[config.mk]
export PLATFORM = sky130hd
export DESIGN_NAME = aes_key_expand
export DESIGN_NICKNAME = d
export VERILOG_FILES = /design/src/aes_pkg.sv /design/src/aes_key_expand.sv /design/src/aes_sbox.sv
export SDC_FILE = /design/constraint.sdc
export NUM_CORES = 2
export LEC_CHECK = 0
export BUFFER_PORTS_ARGS = -buffer_cell sky130_fd_sc_hd__buf_2
export CORE_UTILIZATION = 45
export CTS_CLUSTER_DIAMETER = 200
export DETAILED_ROUTE_END_ITERATION = 10
export GPL_ROUTABILITY_DRIVEN = 0
export MAX_ROUTING_LAYER = met4
export REMOVE_ABC_BUFFERS = 1
export SLEW_MARGIN = 20
export SYNTH_ARGS = -nofsm -noshare
export SYNTH_HDL_FRONTEND = slang
export SYNTH_SLANG_ARGS = --single-unit
[constraint.sdc]
create_clock -name clk -period 39.2 [get_ports clk]
set_clock_uncertainty 0.05 [all_clocks]
set_input_delay 0 -clock clk [delete_from_list [all_inputs] [get_ports clk]]
set_output_delay 0 -clock clk [all_outputs]
set_load 0.01 [all_outputs]
[src/aes_pkg.sv]
/*
 * shared AES-128 definitions
 * block, word and byte types, round count,
 * GF(2^8) xtime and the key schedule round constant
 */
package aes_pkg;

    // 128-bit block, byte 0 in bits [127:120], column-major as in FIPS-197
    typedef logic [127:0] block_t;
    // one key word or one state column
    typedef logic [31:0] word_t;
    // one field element
    typedef logic [7:0] byte_t;

    localparam int NUM_ROUNDS = 10;

    // multiply by x modulo x^8 + x^4 + x^3 + x + 1
    function automatic byte_t xtime(byte_t b);
        return {b[6:0], 1'b0} ^ (b[7] ? 8'h1b : 8'h00);
    endfunction

    // round constant for rounds 1..10: 01, 02, 04 ... 80, 1b, 36
    function automatic byte_t rcon_of(int unsigned round);
        byte_t rc;
        rc = 8'h01;
        for (int unsigned i = 1; i < round; i++)
        begin
            rc = xtime(rc);
        end
        return rc;
    endfunction

endpackage

[src/aes_key_expand.sv]
/*
 * one stage of the AES-128 key schedule
 * RotWord, SubWord and the round constant on the last word,
 * chained xor for the four new words, registered output
 */
module aes_key_expand #(
    parameter aes_pkg::byte_t RCON = 8'h01
) (
    input  logic            clk,
    input  aes_pkg::block_t key_in,
    output aes_pkg::block_t key_out
);
    import aes_pkg::*;

    // previous round key split into words, w0 in the top bits
    word_t w0, w1, w2, w3;
    // rotated and substituted last word
    word_t rot_word;
    word_t sub_word;
    word_t temp;
    // next round key words
    word_t n0, n1, n2, n3;

    assign w0 = key_in[127:96];
    assign w1 = key_in[95:64];
    assign w2 = key_in[63:32];
    assign w3 = key_in[31:0];

    // RotWord moves the top byte to the bottom
    assign rot_word = {w3[23:0], w3[31:24]};

    // SubWord, one S-box per byte
    for (genvar b = 0; b < 4; b++)
    begin : g_subword
        aes_sbox u_sbox (
            .in  (rot_word[31-8*b -: 8]),
            .out (sub_word[31-8*b -: 8])
        );
    end

    // round constant only touches the first byte
    assign temp = sub_word ^ {RCON, 24'h000000};

    // each new word feeds the next
    assign n0 = w0 ^ temp;
    assign n1 = w1 ^ n0;
    assign n2 = w2 ^ n1;
    assign n3 = w3 ^ n2;

    always_ff @(posedge clk)
    begin
        key_out <= {n0, n1, n2, n3};
    end

endmodule

[src/aes_sbox.sv]
/*
 * AES S-box, purely combinational
 * multiplicative inverse in GF(2^8) by an addition chain for x^254,
 * then the affine transform with constant 0x63
 */
module aes_sbox (
    input  aes_pkg::byte_t in,
    output aes_pkg::byte_t out
);
    import aes_pkg::*;

    // shift-and-add field multiply built on xtime
    function automatic byte_t gf_mul(byte_t a, byte_t b);
        byte_t acc;
        byte_t sh;
        acc = '0;
        sh  = a;
        for (int i = 0; i < 8; i++)
        begin
            if (b[i])
            begin
                acc ^= sh;
            end
            sh = xtime(sh);
        end
        return acc;
    endfunction

    // b ^ rotl1 ^ rotl2 ^ rotl3 ^ rotl4 ^ 0x63
    function automatic byte_t affine(byte_t b);
        byte_t r1;
        byte_t r2;
        byte_t r3;
        byte_t r4;
        r1 = {b[6:0], b[7]};
        r2 = {b[5:0], b[7:6]};
        r3 = {b[4:0], b[7:5]};
        r4 = {b[3:0], b[7:4]};
        return b ^ r1 ^ r2 ^ r3 ^ r4 ^ 8'h63;
    endfunction

    // powers of the input on the way to x^254
    byte_t p2, p3, p6, p7, p14, p15, p30, p31;
    byte_t p62, p63, p126, p127, inv;

    // x^127 via alternating square and multiply
    assign p2   = gf_mul(in, in);
    assign p3   = gf_mul(p2, in);
    assign p6   = gf_mul(p3, p3);
    assign p7   = gf_mul(p6, in);
    assign p14  = gf_mul(p7, p7);
    assign p15  = gf_mul(p14, in);
    assign p30  = gf_mul(p15, p15);
    assign p31  = gf_mul(p30, in);
    assign p62  = gf_mul(p31, p31);
    assign p63  = gf_mul(p62, in);
    assign p126 = gf_mul(p63, p63);
    assign p127 = gf_mul(p126, in);

    // x^254 = x^-1 for nonzero x, and 0 stays 0 on its own
    assign inv = gf_mul(p127, p127);

    assign out = affine(inv);

endmodule
==> impl_metrics.ini <==
[outcome]
outcome = finished clean

[finish]
largest_reg_flops = 128
top_register = key_out
syn2layout_area_growth_pct = 6.540
num-fill-cells = 12907
top_regs = key_out x128
nets = 7551
drive_gt1_share_pct = 9.561
final_util_pct = 48.31
layout.cells.non_filler = 9178

[detailed_routing]
firstDrtPassIters = 6
drtIter0Drc = 5307
via_per_inst = 5.851
routed_wl_um = 194700
ant_nets = 0
via_count = 53702
wl_per_cell_um = 21.21
drc_errors = 0

[timing]
layout_worst_path_cycle_share_pct = 70.84
max_freq_mhz = 36.01
finalSetupViolations = 0
finalCriticalPeriod_ps = 27770
maxSlewHeadroom_pct = 19.44
setup_ws_ps = 11430
fin_setup_tns_ps = 0
tightest_slew_ps = 1200
rsz0062_at_grt = false
maxSlewViolCount = 0
finalHoldViolCount = 0

[setup_path]
cp.arrival_ps = 28120
end_kind = register
path_common_cell = xnor2_1
crit_slowest_cell = xnor2_1
path_max_fanout = 59
worstSetupStartpointType = primary input
worstPathRequired_ps = 39550
crit_type = in -> reg
critPathMaxStageDelay_ps = 910

[floorplan]
chipWidth_um = 368.5
num_rows = 134
core-area_um2 = 133300
die_h_um = 368.5
dieArea_um2 = 135800
start_util_pct = 45.34
pin_count = 257

[clock_network]
cts_tree = yes
h-tree-depth = 4
clock_path_buffers = 2
cts_root_buf = clkbuf_16
cts_buffers = 17
clk_pin_slew_ps = 90
clkSinkCount = 128
cts_resized = 0

[logic_synthesis]
netlist_instances = 7389
ys_seq_area_share_pct = 4.240
syn_area_per_cell_um2 = 8.179
async_flop_share_pct = 0
synth_edf_count = 0
synth-seq-cells = 128
yosysUniqueCellTypes = 119
synth_area_um2 = 60440
synth_warnings = 0
ys_dominant_reg_cell = dfxtp_1

[global_route]
grt_busiest_layer = met2
grt_overflow = 0
grt.met3_usage_pct = 2.895
antenna_found_initial = 7
grt_usage_pct = 28.57
grt_pass1_vias = 51014
grt_max_degree = 61
global_route.usage.met1_pct = 38.74
grt_pass1_wl_um = 301000
grtUsageMet2_pct = 45.25

[place]
dp.final_hpwl_um = 139200
io_buffers = 256
pre_cts_slack_ps = 11370
placed_cells = 9045

[run]
maxCapViolations = 0

[hold_path]
hp-class = in -> reg
-- per-layer routing --
metal,part of all wire (%),vias up
li1,-,25384
met1,45,25899
met2,46,2139
met3,7.0,280
met4,2.4,0
met5,0,-
-- placed cells by master, fill, tap and decap left out, drive strengths merged, types with 26 or more instances in the layout --
cell and instances:
a221oi 47, a22oi 119, ha 28, buf 393, mux2 38, nand3 148, a21o 30, nor2 644
xnor2 1534, a31oi 41, and2 64, inv 119, nand2b 73, nand2 1023, xor2 564, xor3 101
xnor3 477, a21oi 260, and3 50, o21ai 249, nor2b 69, o211ai 62, mux2i 243, nor3 126
a211oi 52, a32oi 28, dfxtp 128, or3 42, nor4 26, dlygate4sd3 98, o22ai 45
-- kinds of logic after synthesis --
family / count (synthesis) / synth area share (%)
multiplexers: 281 / 4.753
XOR/XNOR: 2676 / 53.89
AND/OR/NAND/NOR: 2384 / 17.49
adder cells (fa/ha/maj): 28 / 0.5797
AO/OA/AOI/OAI: 1254 / 14.48
buffers and inverters: 638 / 4.577
flip-flops: 128 / 4.240
-- final timing paths --
path | from | end | slack (ps) | depth (start not counted)
worst min-delay path | key_in[39] | key_out[39] | 50 | 5
worst max-delay path | key_in[23] | key_out[57] | 11430 | 82
-- worst max-delay path, delay by kind of cell --
kind            cells  cell delay, ps
simple gates       11            1380
mux                 1             210
compound gates      6            1450
xor+xnor           44           17960
fa+ha+maj           7            2990
buf+inv            13            3980
-- final cells by class --
type | instances | area, µm² | share of cell area, %
antenna | 5 | 12.51 | 0.01943
tap | 1768 | 2212 | 3.436
sequential | 128 | 2562 | 3.980
multi-input combinational | 6623 | 55230 | 85.78
inverter | 133 | 499.2 | 0.7753
timing repair buffer | 491 | 3296 | 5.118
clock inverter | 12 | 136.4 | 0.2118
clock buffer | 18 | 439.2 | 0.6821
-- what timing repair did --
action | CTS | global route
hold buffers | 98 | 0
buffers inserted | 0 | 0
endpoints found under the hold margin | 103 | 0
-- metrics by stage --
step	area, µm²	hold WS, ps
finish	64390	51.62
global route	64390	63.43
CTS	64330	13.01
detailed placement	62770	176.7
global placement	62750	165.3
floorplan	58170	46.66
-- synth_stat cells (26+ instances only) --
cell type | n | share of area, %
and3_1 | 50 | 0.52
mux2i_1 | 242 | 4.0
xor2_2 | 38 | 1.0
a211oi_1 | 49 | 0.61
a22oi_1 | 116 | 1.4
inv_1 | 97 | 0.60
xor3_1 | 95 | 3.7
xnor3_1 | 454 | 17
clkbuf_1 | 252 | 1.6
or3_1 | 42 | 0.43
xnor2_1 | 1448 | 21
buf_2 | 156 | 1.3
a221oi_1 | 41 | 0.59
o22ai_1 | 44 | 0.46
nor2b_1 | 69 | 0.71
a21o_1 | 30 | 0.37
mux2_2 | 37 | 0.69
buf_1 | 55 | 0.34
xor2_1 | 524 | 7.6
nor4_1 | 26 | 0.27
nand2b_1 | 73 | 0.76
nand2_1 | 1022 | 6.3
nor2_1 | 641 | 4.0
and2_1 | 62 | 0.64
dfxtp_1 | 128 | 4.2
xnor2_2 | 82 | 2.2
a21oi_1 | 257 | 2.1
o21ai_0 | 223 | 1.8
ha_1 | 28 | 0.58
a32oi_1 | 28 | 0.41
nand3_1 | 148 | 1.2
buf_4 | 37 | 0.46
o211ai_1 | 61 | 0.76
a31oi_1 | 40 | 0.41
nor3_1 | 124 | 1.0
Power is left out: the tool's default activity adds up to more than one toggle a clock period on the data nets, which glitch-free logic cannot reach.
